<file path="src/logic/vec_defs.svh">
`ifndef VEC_DEFS_SVH
`define VEC_DEFS_SVH

// Register file geometry
`define VEC_NR_REGS    8
// One bank per element, so this is also the element count of a register
`define VEC_NR_BANKS   4
`define VEC_ELEM_W     32

//////////////////////////////////////////////////////////////////////
// Wishbone register map

// Word address width of the slave port
`define VEC_WB_ADR_W   8

// 0x00 to 0x1F are vector elements, register * 4 + element
`define VEC_ADR_CMD    8'h20
`define VEC_ADR_STATUS 8'h21

`endif

</file>
<file path="src/logic/vec_pkg.sv">
`include "vec_defs.svh"

package vec_pkg;

  // Index types
  typedef logic [$clog2(`VEC_NR_REGS)-1:0]  vreg_idx_t;
  typedef logic [$clog2(`VEC_NR_BANKS)-1:0] velem_idx_t;

  // Register index above element index
  typedef logic [$bits(vreg_idx_t)+$bits(velem_idx_t)-1:0] vreg_addr_t;

  // Element payload and its byte enables
  typedef logic [`VEC_ELEM_W-1:0]   velem_t;
  typedef logic [`VEC_ELEM_W/8-1:0] vbe_t;

  // Encoding matches bits 1:0 of the command word
  typedef enum logic [1:0] {
    VOP_ADD = 2'd0,
    VOP_SUB = 2'd1,
    VOP_AND = 2'd2,
    VOP_XOR = 2'd3
  } vop_e;

  typedef enum logic [1:0] {VFU_IDLE, VFU_RUN, VFU_DRAIN} vfu_state_e;

  typedef enum logic [1:0] {WBP_IDLE, WBP_ACCESS, WBP_ACK} wbp_state_e;

endpackage

</file>
<file path="src/logic/vec_regfile_bank.sv">
`timescale 1ns/1ps
`include "vec_defs.svh"

module vec_regfile_bank
  import vec_pkg::*;
(
  input  logic      clk,
  input  logic      rst_n_i,
  // Write port
  input  vreg_idx_t waddr_i,
  input  velem_t    wdata_i,
  input  logic      we_i,
  input  vbe_t      wbe_i,
  // Read ports
  input  vreg_idx_t raddr0_i,
  input  vreg_idx_t raddr1_i,
  output velem_t    rdata0_o,
  output velem_t    rdata1_o
);

  // One element of every vector register
  velem_t mem [`VEC_NR_REGS];

  //////////////////////////////////////////////////////////////////////
  // Storage

  always_ff @(posedge clk) begin
    if (!rst_n_i) begin
      for (int r = 0; r < `VEC_NR_REGS; r++) begin
        mem[r] <= '0;
      end
    end else if (we_i) begin
      // Only enabled byte lanes take the new data
      for (int b = 0; b < $bits(vbe_t); b++) begin
        if (wbe_i[b]) begin
          mem[waddr_i][8*b +: 8] <= wdata_i[8*b +: 8];
        end
      end
    end
  end

  //////////////////////////////////////////////////////////////////////
  // Read ports

  // Both ports are plain muxes, no read latency
  assign rdata0_o = mem[raddr0_i];
  assign rdata1_o = mem[raddr1_i];

endmodule

</file>
<file path="src/logic/vec_vrf.sv">
`timescale 1ns/1ps
`include "vec_defs.svh"

module vec_vrf
  import vec_pkg::*;
(
  input  logic       clk,
  input  logic       rst_n_i,
  // Functional unit, always wins
  input  vreg_addr_t vfu_vs1_addr_i,
  input  vreg_addr_t vfu_vs2_addr_i,
  input  vreg_addr_t vfu_vd_addr_i,
  input  logic       vfu_re_i,
  input  logic       vfu_we_i,
  input  velem_t     vfu_wdata_i,
  output velem_t     vfu_vs1_o,
  output velem_t     vfu_vs2_o,
  // Host, second priority
  input  vreg_addr_t host_addr_i,
  input  logic       host_re_i,
  input  logic       host_we_i,
  input  velem_t     host_wdata_i,
  input  vbe_t       host_wbe_i,
  output velem_t     host_rdata_o,
  output logic       host_rgnt_o,
  output logic       host_wgnt_o
);

  // Element index in the low bits picks the bank
  function automatic velem_idx_t bank_of(vreg_addr_t addr);
    return addr[$bits(velem_idx_t)-1:0];
  endfunction

  function automatic vreg_idx_t reg_of(vreg_addr_t addr);
    return addr[$bits(vreg_addr_t)-1:$bits(velem_idx_t)];
  endfunction

  velem_t                   bank_rdata0 [`VEC_NR_BANKS];
  velem_t                   bank_rdata1 [`VEC_NR_BANKS];
  logic [`VEC_NR_BANKS-1:0] host_rgnt_bank;
  logic [`VEC_NR_BANKS-1:0] host_wgnt_bank;

  //////////////////////////////////////////////////////////////////////
  // Per bank port mapping

  for (genvar b = 0; b < `VEC_NR_BANKS; b++) begin : gen_bank
    vreg_idx_t raddr0;
    vreg_idx_t raddr1;
    vreg_idx_t waddr;
    velem_t    wdata;
    vbe_t      wbe;
    logic      we;
    logic      rgnt;
    logic      wgnt;

    // Port 0 is reserved for vs2
    always_comb begin
      raddr0 = '0;
      if (vfu_re_i && bank_of(vfu_vs2_addr_i) == velem_idx_t'(b)) begin
        raddr0 = reg_of(vfu_vs2_addr_i);
      end
    end

    // Port 1 serves vs1 ahead of the host
    always_comb begin
      raddr1 = '0;
      rgnt   = 1'b0;
      if (vfu_re_i && bank_of(vfu_vs1_addr_i) == velem_idx_t'(b)) begin
        raddr1 = reg_of(vfu_vs1_addr_i);
      end else if (host_re_i && bank_of(host_addr_i) == velem_idx_t'(b)) begin
        raddr1 = reg_of(host_addr_i);
        rgnt   = 1'b1;
      end
    end

    // Write port, vd ahead of the host
    always_comb begin
      waddr = '0;
      wdata = '0;
      wbe   = '0;
      we    = 1'b0;
      wgnt  = 1'b0;
      if (vfu_we_i && bank_of(vfu_vd_addr_i) == velem_idx_t'(b)) begin
        waddr = reg_of(vfu_vd_addr_i);
        wdata = vfu_wdata_i;
        wbe   = '1;
        we    = 1'b1;
      end else if (host_we_i && bank_of(host_addr_i) == velem_idx_t'(b)) begin
        waddr = reg_of(host_addr_i);
        wdata = host_wdata_i;
        wbe   = host_wbe_i;
        we    = 1'b1;
        wgnt  = 1'b1;
      end
    end

    assign host_rgnt_bank[b] = rgnt;
    assign host_wgnt_bank[b] = wgnt;

    vec_regfile_bank i_bank (
      .clk      (clk),
      .rst_n_i  (rst_n_i),
      .waddr_i  (waddr),
      .wdata_i  (wdata),
      .we_i     (we),
      .wbe_i    (wbe),
      .raddr0_i (raddr0),
      .raddr1_i (raddr1),
      .rdata0_o (bank_rdata0[b]),
      .rdata1_o (bank_rdata1[b])
    );
  end

  //////////////////////////////////////////////////////////////////////
  // Return paths

  assign vfu_vs2_o = bank_rdata0[bank_of(vfu_vs2_addr_i)];
  assign vfu_vs1_o = bank_rdata1[bank_of(vfu_vs1_addr_i)];

  assign host_rgnt_o  = |host_rgnt_bank;
  assign host_wgnt_o  = |host_wgnt_bank;
  assign host_rdata_o = host_rgnt_o ? bank_rdata1[bank_of(host_addr_i)] : '0;

endmodule

</file>
<file path="src/logic/vec_vfu.sv">
`timescale 1ns/1ps
`include "vec_defs.svh"

module vec_vfu
  import vec_pkg::*;
(
  input  logic       clk,
  input  logic       rst_n_i,
  // Command
  input  logic       start_i,
  input  vop_e       op_i,
  input  vreg_idx_t  vd_i,
  input  vreg_idx_t  vs1_i,
  input  vreg_idx_t  vs2_i,
  output logic       busy_o,
  // Register file side
  output vreg_addr_t vs1_addr_o,
  output vreg_addr_t vs2_addr_o,
  output vreg_addr_t vd_addr_o,
  output logic       re_o,
  output logic       we_o,
  output velem_t     wdata_o,
  input  velem_t     vs1_i_data,
  input  velem_t     vs2_i_data
);

  localparam velem_idx_t last_elem = velem_idx_t'(`VEC_NR_BANKS - 1);

  vfu_state_e state_q;
  velem_idx_t ridx_q;
  velem_idx_t widx_q;
  vop_e       op_q;
  vreg_idx_t  vd_q;
  vreg_idx_t  vs1_q;
  vreg_idx_t  vs2_q;
  velem_t     res_q;
  velem_t     alu_res;
  logic       accept;

  assign accept = start_i && (state_q == VFU_IDLE);

  //////////////////////////////////////////////////////////////////////
  // Element sequencer

  // Writes trail reads by one element, so vd may alias a source
  always_ff @(posedge clk) begin
    if (!rst_n_i) begin
      state_q <= VFU_IDLE;
      ridx_q  <= '0;
      widx_q  <= '0;
    end else begin
      case (state_q)
        VFU_IDLE: begin
          if (accept) begin
            state_q <= VFU_RUN;
            ridx_q  <= '0;
          end
        end
        VFU_RUN: begin
          widx_q <= ridx_q;
          ridx_q <= ridx_q + 1'b1;
          if (ridx_q == last_elem) begin
            state_q <= VFU_DRAIN;
          end
        end
        VFU_DRAIN: state_q <= VFU_IDLE;
        default:   state_q <= VFU_IDLE;
      endcase
    end
  end

  // Latched command and result pipeline register
  always_ff @(posedge clk) begin
    if (accept) begin
      op_q  <= op_i;
      vd_q  <= vd_i;
      vs1_q <= vs1_i;
      vs2_q <= vs2_i;
    end
    if (state_q == VFU_RUN) begin
      res_q <= alu_res;
    end
  end

  //////////////////////////////////////////////////////////////////////
  // Datapath

  // Sub follows the RVV order, vs2 minus vs1
  always_comb begin
    case (op_q)
      VOP_ADD: alu_res = vs2_i_data + vs1_i_data;
      VOP_SUB: alu_res = vs2_i_data - vs1_i_data;
      VOP_AND: alu_res = vs2_i_data & vs1_i_data;
      VOP_XOR: alu_res = vs2_i_data ^ vs1_i_data;
      default: alu_res = '0;
    endcase
  end

  assign busy_o = (state_q != VFU_IDLE);
  assign re_o   = (state_q == VFU_RUN);
  // No result is pending yet while element 0 is read
  assign we_o   = ((state_q == VFU_RUN) && (ridx_q != '0)) || (state_q == VFU_DRAIN);

  assign vs1_addr_o = {vs1_q, ridx_q};
  assign vs2_addr_o = {vs2_q, ridx_q};
  assign vd_addr_o  = {vd_q, widx_q};
  assign wdata_o    = res_q;

endmodule

</file>
<file path="src/logic/vec_wb_port.sv">
`timescale 1ns/1ps
`include "vec_defs.svh"

module vec_wb_port
  import vec_pkg::*;
(
  input  logic                     clk,
  input  logic                     rst_n_i,
  // Wishbone classic slave
  input  logic                     wb_cyc_i,
  input  logic                     wb_stb_i,
  input  logic                     wb_we_i,
  input  logic [`VEC_WB_ADR_W-1:0] wb_adr_i,
  input  velem_t                   wb_dat_i,
  input  vbe_t                     wb_sel_i,
  output velem_t                   wb_dat_o,
  output logic                     wb_ack_o,
  // Functional unit command
  input  logic                     busy_i,
  output logic                     start_o,
  output vop_e                     op_o,
  output vreg_idx_t                vd_o,
  output vreg_idx_t                vs1_o,
  output vreg_idx_t                vs2_o,
  // Host port of the register file
  output vreg_addr_t               host_addr_o,
  output logic                     host_re_o,
  output logic                     host_we_o,
  output velem_t                   host_wdata_o,
  output vbe_t                     host_wbe_o,
  input  velem_t                   host_rdata_i,
  input  logic                     host_rgnt_i,
  input  logic                     host_wgnt_i
);

  wbp_state_e state_q;
  logic       req;
  logic       new_req;
  logic       is_elem;
  logic       is_cmd;
  logic       is_status;
  logic       granted;
  velem_t     reg_rdata;

  //////////////////////////////////////////////////////////////////////
  // Address decode

  assign req       = wb_cyc_i && wb_stb_i;
  assign new_req   = req && (state_q == WBP_IDLE);
  assign is_elem   = wb_adr_i < `VEC_WB_ADR_W'(`VEC_NR_REGS * `VEC_NR_BANKS);
  assign is_cmd    = (wb_adr_i == `VEC_ADR_CMD);
  assign is_status = (wb_adr_i == `VEC_ADR_STATUS);

  // Command reads and unmapped reads return zero
  assign reg_rdata = is_status ? velem_t'(busy_i) : '0;

  // Command word fields
  assign op_o  = vop_e'(wb_dat_i[1:0]);
  assign vd_o  = wb_dat_i[4:2];
  assign vs1_o = wb_dat_i[7:5];
  assign vs2_o = wb_dat_i[10:8];

  // Dropped while the unit is busy, the transfer is still acked
  assign start_o = new_req && wb_we_i && is_cmd && !busy_i;

  //////////////////////////////////////////////////////////////////////
  // Element access

  // Master holds its signals, so the request is driven straight from them
  assign host_addr_o  = wb_adr_i[$bits(vreg_addr_t)-1:0];
  assign host_re_o    = (state_q == WBP_ACCESS) && !wb_we_i;
  assign host_we_o    = (state_q == WBP_ACCESS) && wb_we_i;
  assign host_wdata_o = wb_dat_i;
  assign host_wbe_o   = wb_sel_i;

  assign granted = (host_re_o && host_rgnt_i) || (host_we_o && host_wgnt_i);

  //////////////////////////////////////////////////////////////////////
  // Transfer FSM

  always_ff @(posedge clk) begin
    if (!rst_n_i) begin
      state_q <= WBP_IDLE;
    end else begin
      case (state_q)
        WBP_IDLE: begin
          if (req) begin
            state_q <= is_elem ? WBP_ACCESS : WBP_ACK;
          end
        end
        WBP_ACCESS: begin
          // Abandoned cycle, give up the request
          if (!req) begin
            state_q <= WBP_IDLE;
          end else if (granted) begin
            state_q <= WBP_ACK;
          end
        end
        WBP_ACK: state_q <= WBP_IDLE;
        default: state_q <= WBP_IDLE;
      endcase
    end
  end

  // Read data lines up with the ack cycle
  always_ff @(posedge clk) begin
    if (new_req && !is_elem) begin
      wb_dat_o <= reg_rdata;
    end else if (host_re_o && host_rgnt_i) begin
      wb_dat_o <= host_rdata_i;
    end
  end

  assign wb_ack_o = (state_q == WBP_ACK);

endmodule

</file>
<file path="src/logic/vec_cluster.sv">
`timescale 1ns/1ps
`include "vec_defs.svh"

module vec_cluster
  import vec_pkg::*;
(
  input  logic                     clk,
  input  logic                     rst_n_i,
  // Wishbone classic slave
  input  logic                     wb_cyc_i,
  input  logic                     wb_stb_i,
  input  logic                     wb_we_i,
  input  logic [`VEC_WB_ADR_W-1:0] wb_adr_i,
  input  velem_t                   wb_dat_i,
  input  vbe_t                     wb_sel_i,
  output velem_t                   wb_dat_o,
  output logic                     wb_ack_o
);

  // Command path
  logic       busy;
  logic       start;
  vop_e       op;
  vreg_idx_t  vd;
  vreg_idx_t  vs1;
  vreg_idx_t  vs2;

  // Host element path
  vreg_addr_t host_addr;
  logic       host_re;
  logic       host_we;
  velem_t     host_wdata;
  vbe_t       host_wbe;
  velem_t     host_rdata;
  logic       host_rgnt;
  logic       host_wgnt;

  // Functional unit element path
  vreg_addr_t vfu_vs1_addr;
  vreg_addr_t vfu_vs2_addr;
  vreg_addr_t vfu_vd_addr;
  logic       vfu_re;
  logic       vfu_we;
  velem_t     vfu_wdata;
  velem_t     vfu_vs1_data;
  velem_t     vfu_vs2_data;

  vec_wb_port i_wb_port (
    .clk          (clk),
    .rst_n_i      (rst_n_i),
    .wb_cyc_i     (wb_cyc_i),
    .wb_stb_i     (wb_stb_i),
    .wb_we_i      (wb_we_i),
    .wb_adr_i     (wb_adr_i),
    .wb_dat_i     (wb_dat_i),
    .wb_sel_i     (wb_sel_i),
    .wb_dat_o     (wb_dat_o),
    .wb_ack_o     (wb_ack_o),
    .busy_i       (busy),
    .start_o      (start),
    .op_o         (op),
    .vd_o         (vd),
    .vs1_o        (vs1),
    .vs2_o        (vs2),
    .host_addr_o  (host_addr),
    .host_re_o    (host_re),
    .host_we_o    (host_we),
    .host_wdata_o (host_wdata),
    .host_wbe_o   (host_wbe),
    .host_rdata_i (host_rdata),
    .host_rgnt_i  (host_rgnt),
    .host_wgnt_i  (host_wgnt)
  );

  vec_vfu i_vfu (
    .clk        (clk),
    .rst_n_i    (rst_n_i),
    .start_i    (start),
    .op_i       (op),
    .vd_i       (vd),
    .vs1_i      (vs1),
    .vs2_i      (vs2),
    .busy_o     (busy),
    .vs1_addr_o (vfu_vs1_addr),
    .vs2_addr_o (vfu_vs2_addr),
    .vd_addr_o  (vfu_vd_addr),
    .re_o       (vfu_re),
    .we_o       (vfu_we),
    .wdata_o    (vfu_wdata),
    .vs1_i_data (vfu_vs1_data),
    .vs2_i_data (vfu_vs2_data)
  );

  vec_vrf i_vrf (
    .clk            (clk),
    .rst_n_i        (rst_n_i),
    .vfu_vs1_addr_i (vfu_vs1_addr),
    .vfu_vs2_addr_i (vfu_vs2_addr),
    .vfu_vd_addr_i  (vfu_vd_addr),
    .vfu_re_i       (vfu_re),
    .vfu_we_i       (vfu_we),
    .vfu_wdata_i    (vfu_wdata),
    .vfu_vs1_o      (vfu_vs1_data),
    .vfu_vs2_o      (vfu_vs2_data),
    .host_addr_i    (host_addr),
    .host_re_i      (host_re),
    .host_we_i      (host_we),
    .host_wdata_i   (host_wdata),
    .host_wbe_i     (host_wbe),
    .host_rdata_o   (host_rdata),
    .host_rgnt_o    (host_rgnt),
    .host_wgnt_o    (host_wgnt)
  );

endmodule

</file>
<file path="config.mk">
export PLATFORM = sky130hd
export DESIGN_NAME = vec_cluster
export DESIGN_NICKNAME = d
export VERILOG_FILES = /design/src/logic/vec_pkg.sv /design/src/logic/vec_regfile_bank.sv /design/src/logic/vec_vrf.sv /design/src/logic/vec_vfu.sv /design/src/logic/vec_wb_port.sv /design/src/logic/vec_cluster.sv
export VERILOG_INCLUDE_DIRS = /design/src /design/src/logic
export SDC_FILE = /design/constraint.sdc
export NUM_CORES = 2
export LEC_CHECK = 0
export ABC_AREA = 1
export BUFFER_PORTS_ARGS = -buffer_cell sky130_fd_sc_hd__buf_2
export CAP_MARGIN = 20
export CORE_ASPECT_RATIO = 0.9
export CORE_MARGIN = 2
export CORE_UTILIZATION = 45
export DETAILED_ROUTE_END_ITERATION = 7
export PLACE_DENSITY_LB_ADDON = 0.25
export SKIP_LAST_GASP = 1
export SLEW_MARGIN = 20
export SYNTH_ARGS = -nofsm -noshare
export SYNTH_HDL_FRONTEND = slang
export SYNTH_SLANG_ARGS = --single-unit
</file>
<file path="constraint.sdc">
create_clock -name clk -period 15.35 [get_ports clk]
set_input_delay 0.7675 -clock clk [delete_from_list [all_inputs] [get_ports clk]]
set_output_delay 0.7675 -clock clk [all_outputs]
set_load 0.02 [all_outputs]
</file>
* Word level (Yosys, flattened, before mapping)
Memories as Yosys holds them, arrays and structs flattened. Cells that the tools add are included.
Word-level totals: memory bits (read-only) 0, output and inout bits 33, input bits 49, bits in latches 0, memories 4, register bits 83, RAM bits 1024
Memories:
- i_vrf.gen_bank[0].i_bank.mem | depth 8, width 32, rd ports 2, clocked after Yosys merged registers in 0, wr ports 8, RTL line vec_regfile_bank.sv:22 | velem_t mem [`VEC_NR_REGS];
- i_vrf.gen_bank[1].i_bank.mem | depth 8, width 32, rd ports 2, clocked after Yosys merged registers in 0, wr ports 8, RTL line vec_regfile_bank.sv:22
- i_vrf.gen_bank[2].i_bank.mem | depth 8, width 32, rd ports 2, clocked after Yosys merged registers in 0, wr ports 8, RTL line vec_regfile_bank.sv:22
- i_vrf.gen_bank[3].i_bank.mem | depth 8, width 32, rd ports 2, clocked after Yosys merged registers in 0, wr ports 8, RTL line vec_regfile_bank.sv:22
Operators by class: divide/modulo/power cells 0, muxes and demuxes 157, add/sub/neg operators 3, eq/ne operators 22, shift operators 0, multipliers 0, bitwise gates (word level) 4, order comparisons 3, reduce and logical (&&, ||, !) cells 52
Operators by type and width (count):
- 32-bit 2-to-1 mux | 21
- 32-bit binary-select mux with 2-bit select | 3
- 32-bit one-hot mux with 4 select lines | 1
- 32-bit OR reduction | 4
- 1-bit 2-to-1 mux | 86
- 3-bit 2-to-1 mux | 24
- 4-bit 2-to-1 mux | 12
- 32-bit adder | 1
- 32-bit AND | 1
- 32-bit subtractor | 1
- 32-bit XOR | 1
- 1-bit logical AND | 28
- 2-bit == test (second input constant) | 10
- 8-bit by 6-bit == test with 1-bit output (second input constant) | 2
- 2-bit 2-to-1 mux | 7
- 2-bit by 1-bit == test with 1-bit output (second input constant) | 6
- 2-bit zero test | 6
- 2-bit one-hot mux with 2 select lines | 3
- 8-bit by 6-bit < comparator with 1-bit output (second input constant) | 1
- 2-bit nonzero test | 4
- 4-bit OR reduction | 2
- 3-bit >= comparator (second input constant) | 2
- 2-bit inverter with 3-bit output | 2
- 2-bit AND reduction | 3
- 6 further kinds | 10

* Depth between registers and ports, before layout
An unclocked memory read counts as a cell.
word-level depth 12, mapped depth 44, gate-level depth less buffers 39

* By module
Synthesis repeated with hierarchy kept, for this count alone.
Second synthesis, totals: cells, all modules 10313, area, all modules 71862.7 um2
By module, submodules not included:
- vec_regfile_bank | instances 4, area an instance 14960.6 um2, cells each 2078
- vec_vfu | instances 1, area an instance 5859.4 um2, cells each 896
- vec_vrf | instances 1, area an instance 4289.1 um2, cells each 909
- vec_wb_port | instances 1, area an instance 1871.8 um2, cells each 196

* Worst setup path after synthesis
No wires, ideal clock.
path type register to register, start reg i_vfu.ridx_q[0], end reg i_vfu.res_q[24], in the netlist i_vfu.wdata_o[24], data pin, stages on the path, launching flop included 35, arrival time 5613 ps, data required time 15084 ps, slack 9471 ps, path buffers 6, cell sequence dfxtp_1 -> inv_1 -> clkbuf_1 -> clkbuf_1 -> clkbuf_1 -> clkbuf_1 -> ha_1 -> nand3_2 -> nor2_1 -> inv_1 -> clkbuf_1 -> clkbuf_1 -> o21ai_0 -> nand3_1 -> a32o_1 -> nand2_1 -> o21ai_0 -> inv_1 -> ha_1 -> inv_1 -> fa_1 -> nand3_1 -> nand2_1 -> nand2_1 -> nand2_1 -> a21oi_1 -> o21ai_0 -> a21boi_0 -> o21ai_0 -> a21boi_0 -> nor2_1 -> nand2_1 -> nand2_1 -> xnor2_1 -> o21bai_1
Between the ends: word-level cells in the longest chain between the ends 9, elaborated cells between the ends (all ways) 32, those cells by class add/sub (2); eq/ne (3); mux (15); bitwise (3); reduce/logical (5); memory (4)
Ends and longest elaborated chain:
- start, declared | RTL line vec_vfu.sv:30 | velem_idx_t ridx_q;
- start signal, assigned | RTL line vec_vfu.sv:61 | ridx_q <= ridx_q + 1'b1;
- 2-bit == test (tied with other cells) | RTL line vec_vrf.sv:59, vec_vrf.sv:68
- 1-bit logical AND | RTL line vec_vrf.sv:59, vec_vrf.sv:68
- 3-bit 2-to-1 mux, on equally long branches | RTL line vec_vrf.sv:59, vec_vrf.sv:68
- memory read 8 x 32 bit
- 32-bit binary-select mux with 2-bit select, on equally long branches | RTL line vec_vrf.sv:117, vec_vrf.sv:118
- 32-bit 2-to-1 mux, on equally long branches (2 in series) | RTL line vec_vrf.sv:117, vec_vrf.sv:118
- 32-bit subtractor (tied with other cells) | RTL line vec_vfu.sv:92 | VOP_SUB: alu_res = vs2_i_data - vs1_i_data;
- 32-bit one-hot mux with 4 select lines * | RTL line vec_vfu.sv:90 | case (op_q)
- named net i_vfu.alu_res[24] | RTL line vec_vfu.sv:37 | velem_t alu_res;
- end signal, assigned | RTL line vec_vfu.sv:81 | res_q <= alu_res;
- end, declared | RTL line vec_vfu.sv:36 | velem_t res_q;
The timed path passes the listed nets; every way through them passes the cells marked *. The select of a mux whose other input is x is not followed. A chain may end at the register's enable or synchronous reset.

* Worst setup path in the final report
start reg i_vfu.ridx_q[1], end reg i_vfu.res_q[31], in the netlist i_vfu.wdata_o[31], data pin
The elaborated chain is that of the path after synthesis.

==> qor.txt <==
status -> finished with violations
failing checks -> DRC
DRT Wirelength -> 294,000 um
final std cells w/o fill -> 10,500
Yosys top cell area share -> 49.1%
total of max-cap violations -> 0
Detailed Routing Iterations Pass 1 -> 8
nets -> 8,494
IO Port Bufs -> 81
initial antenna violation count -> 14
placed cell area -> 0.0690 sq mm
Area Overhead vs Synth -> 8.96%
critical path arrival -> 9470 ps
max incr delay on CP -> 890 ps
Die ar. -> 0.152 sq mm
first-pass GRT wire length -> 414,000 um
crit path capture -> i_vfu.wdata_o[31]
die height -> 370 um
Iter 0 DRT Violations -> 11,000
Worst-Skew Late Latency -> 830 ps
library cells used by synthesis -> 56
Synth warnings -> 0
startpoint types -> flop
final slew viol count -> 0
Power Dens Cells -> 95.9 mW/mm^2
dpl ws -> 6730 ps
Mapped Avg Cell Area -> 7.85 sq um
Fmax achieved -> 0.113 GHz
H-tree depth -> 3
drt wl/cell -> 28.1 um
Clk Tree Root Cell -> clkbuf_16
crit share post-route -> 57.9%
CTS Buffer Depth -> 3
slowest cell on the critical path -> buf_4
CTS Buf Count -> 121
worst vdd ir -> 0.0970 mV
worst r2r src -> i_vfu.ridx_q[1]
vias -> 65,300
pin count of the biggest net entering global routing -> 137
Critical Path Most Common Cell -> nand2_1
fin worst setup slack -> 6460 ps
ys flop type -> edfxtp_1
share of layout cells above drive strength 1 -> 5.83%
Synth async-reset ratio -> 0%
standby leakage power -> 27.8 nW
total power -> 7.02 mW
Setup crit end kind -> flop
Final Hold Viols -> 0
final instance area -> 0.0732 sq mm
HPWL Detailed -> 203,000 um
Hold Crit Start -> wb_dat_i[6]
worst-case clock skew -> 48.9 ps
normalized max-slew margin -> 18.0%
endpoint of the worst register-to-register path -> i_vfu.wdata_o[31]
synthesized net count -> 8,667
most area-hungry cell type in the Yosys netlist -> edfxtp_1
Final Util -> 49.4%
Chip Width -> 411 um
worst hold slack -> 148 ps
FF+latch count, synth -> 1,107
Placed Cells -> 10,200
I/O pin total -> 82
total negative slack -> 0 ps
total gr overflow -> 0
Setup crit start -> i_vfu.ridx_q[1]
Seq/Total Area, Yosys -> 49.4%
number of flops mapped to enable cells by yosys -> 1,099
vias in the first global route -> 58,100
hold_buf cts -> 0
WHS Path Cells -> 1
Routed Antenna Nets -> 0
initial core utilization -> 45.3%
RSZ-0062 raised after global routing -> false
min Tclk post-route -> 8890 ps
Mapped Area -> 0.0671 sq mm
Worst Reg-to-Reg Cells -> 37
gpl congestion -> 1.05
Hold Crit Class -> in -> reg
CP Class -> reg -> reg
top post-synthesis cells by area -> edfxtp_1 49%, nand2_1 10%, nand3_1 8.7%
drt drc -> 1
r2r setup slk -> 6460 ps
CTS sink count -> 1,107
postcts setup bufs -> 0
Core Area -> 0.148 sq mm
Tightest Pin Transition -> 1220 ps
fill cell count -> 14,400
Worst EP required -> 15,930 ps
vias per cell -> 6.24
row count -> 134
post-synthesis cell count -> 8,549
Clock Pin Slew Worst Setup and Hold Paths -> 70 ps
CP max FO -> 86
CTS tree -> yes
Final Setup Violations -> 0
post-CTS sizing -> 0
Total GRT Usage -> 37.4%
[routing by layer]
| layer | vias up | GRT usage, % | wire (um) |
|---|---|---|---|
| li1 | 28600 | - | - |
| met2 | 4981 | 52.1 | 120000 |
| met4 | 16 | 15.8 | 14700 |
| met1 | 31000 | 51.6 | 114000 |
| met5 | - | 0.690 | 234 |
| met3 | 763 | 14.5 | 46200 |
[cells by family (layout without fill, tap and decap cells)]
group	count (synthesis)	after routing	share of synthesized area, %
flops	1107	1107	49.4
simple gates	4279	4279	26.8
compound gates	1456	1456	12.8
other cells	0	11	0
fa+ha+maj	69	69	1.30
xor+xnor	27	27	0.352
buf+inv	1611	1539	9.41
[report_power, final]
group	internal [mW]	leakage, nW	switching, mW
Combinational	0.102	14.5	0.319
Clock	1.79	1.99	1.35
Sequential	3.41	11.3	0.0397
[worst min path at each step]
stage	to	slack, ps
2_1_floorplan	i_vfu.widx_q[1]	480
3_3_place_gp	i_vfu.widx_q[1]	530
3_5_place_dp	i_vfu.widx_q[1]	540
4_1_cts	i_vfu.vd_q[2]	130
5_1_grt	i_vfu.vd_q[2]	140
6_report	i_vfu.vs1_q[1]	150
[placed cells by master, fill, tap and decap left out, types with 81 or more instances in the layout]
master / netlist / routed
nand2_1: 1798 / 1788
nand3_1: 1167 / 1165
nor2_1: 1170 / 1159
edfxtp_1: 1099 / 1099
inv_1: 1078 / 1072
o21ai_0: 485 / 485
a21oi_1: 404 / 404
o22ai_1: 186 / 185
clkbuf_16: 0 / 122
buf_4: 23 / 110
a221oi_1: 95 / 95
buf_2: 99 / 81
[sequential cells by signal, summed over array words and instances (netlist names), 3 cells and up]
signal                     cells
i_vrf.gen_bank.i_bank.mem   1024
i_vfu.wdata_o                 32
i_wb_port.wb_dat_o            32
i_vfu.vd_q                     3
i_vfu.vs1_q                    3
i_vfu.vs2_q                    3
[cell type report]
cell class                 count  area [sq um]  area share [%]
clock inverter                87          1020            1.40
antenna                       11          27.5          0.0376
tap                         1972          2470            3.37
inverter                    1118          4210            5.75
timing repair buffer         197          1290            1.77
multi-input combinational   5831         27900            38.1
clock buffer                 137          3110            4.25
sequential                  1107         33200            45.3
[critical path: cells and delay by family (launching register included)]
family                   cells  cell delay (ps)
AND/OR/NAND/NOR             21             3570
buffers and inverters        7             2110
AO/OA/AOI/OAI                6             1220
flip-flops                   1              520
adder cells (fa/ha/maj)      3             1000
[synthesized netlist by cell type, types with 4 or more instances]
master / number
dfxtp_1: 8
o31ai_1: 4
nand3_1: 1167
clkinv_1: 9
a21boi_0: 4
a21oi_1: 404
xor2_1: 24
o311ai_1: 20
nand2_2: 15
buf_4: 23
o211ai_1: 60
buf_1: 40
a22oi_1: 20
inv_2: 31
ha_1: 68
buf_2: 99
clkbuf_1: 323
nor2_2: 4
nand4_1: 16
nand2_1: 1798
o21ai_1: 11
a31oi_1: 68
edfxtp_1: 1099
buf_6: 8
a211oi_1: 20
a311oi_1: 5
a32o_1: 5
a22o_1: 4
a41oi_1: 9
o21bai_1: 28
inv_1: 1078
nor4_1: 5
o22ai_1: 186
nand3b_1: 42
o311ai_0: 12
nor3_1: 44
o21ai_0: 485
nor2_1: 1170
a221oi_1: 95
o21a_1: 10
Note: power is estimated with default switching activity, not from simulation.
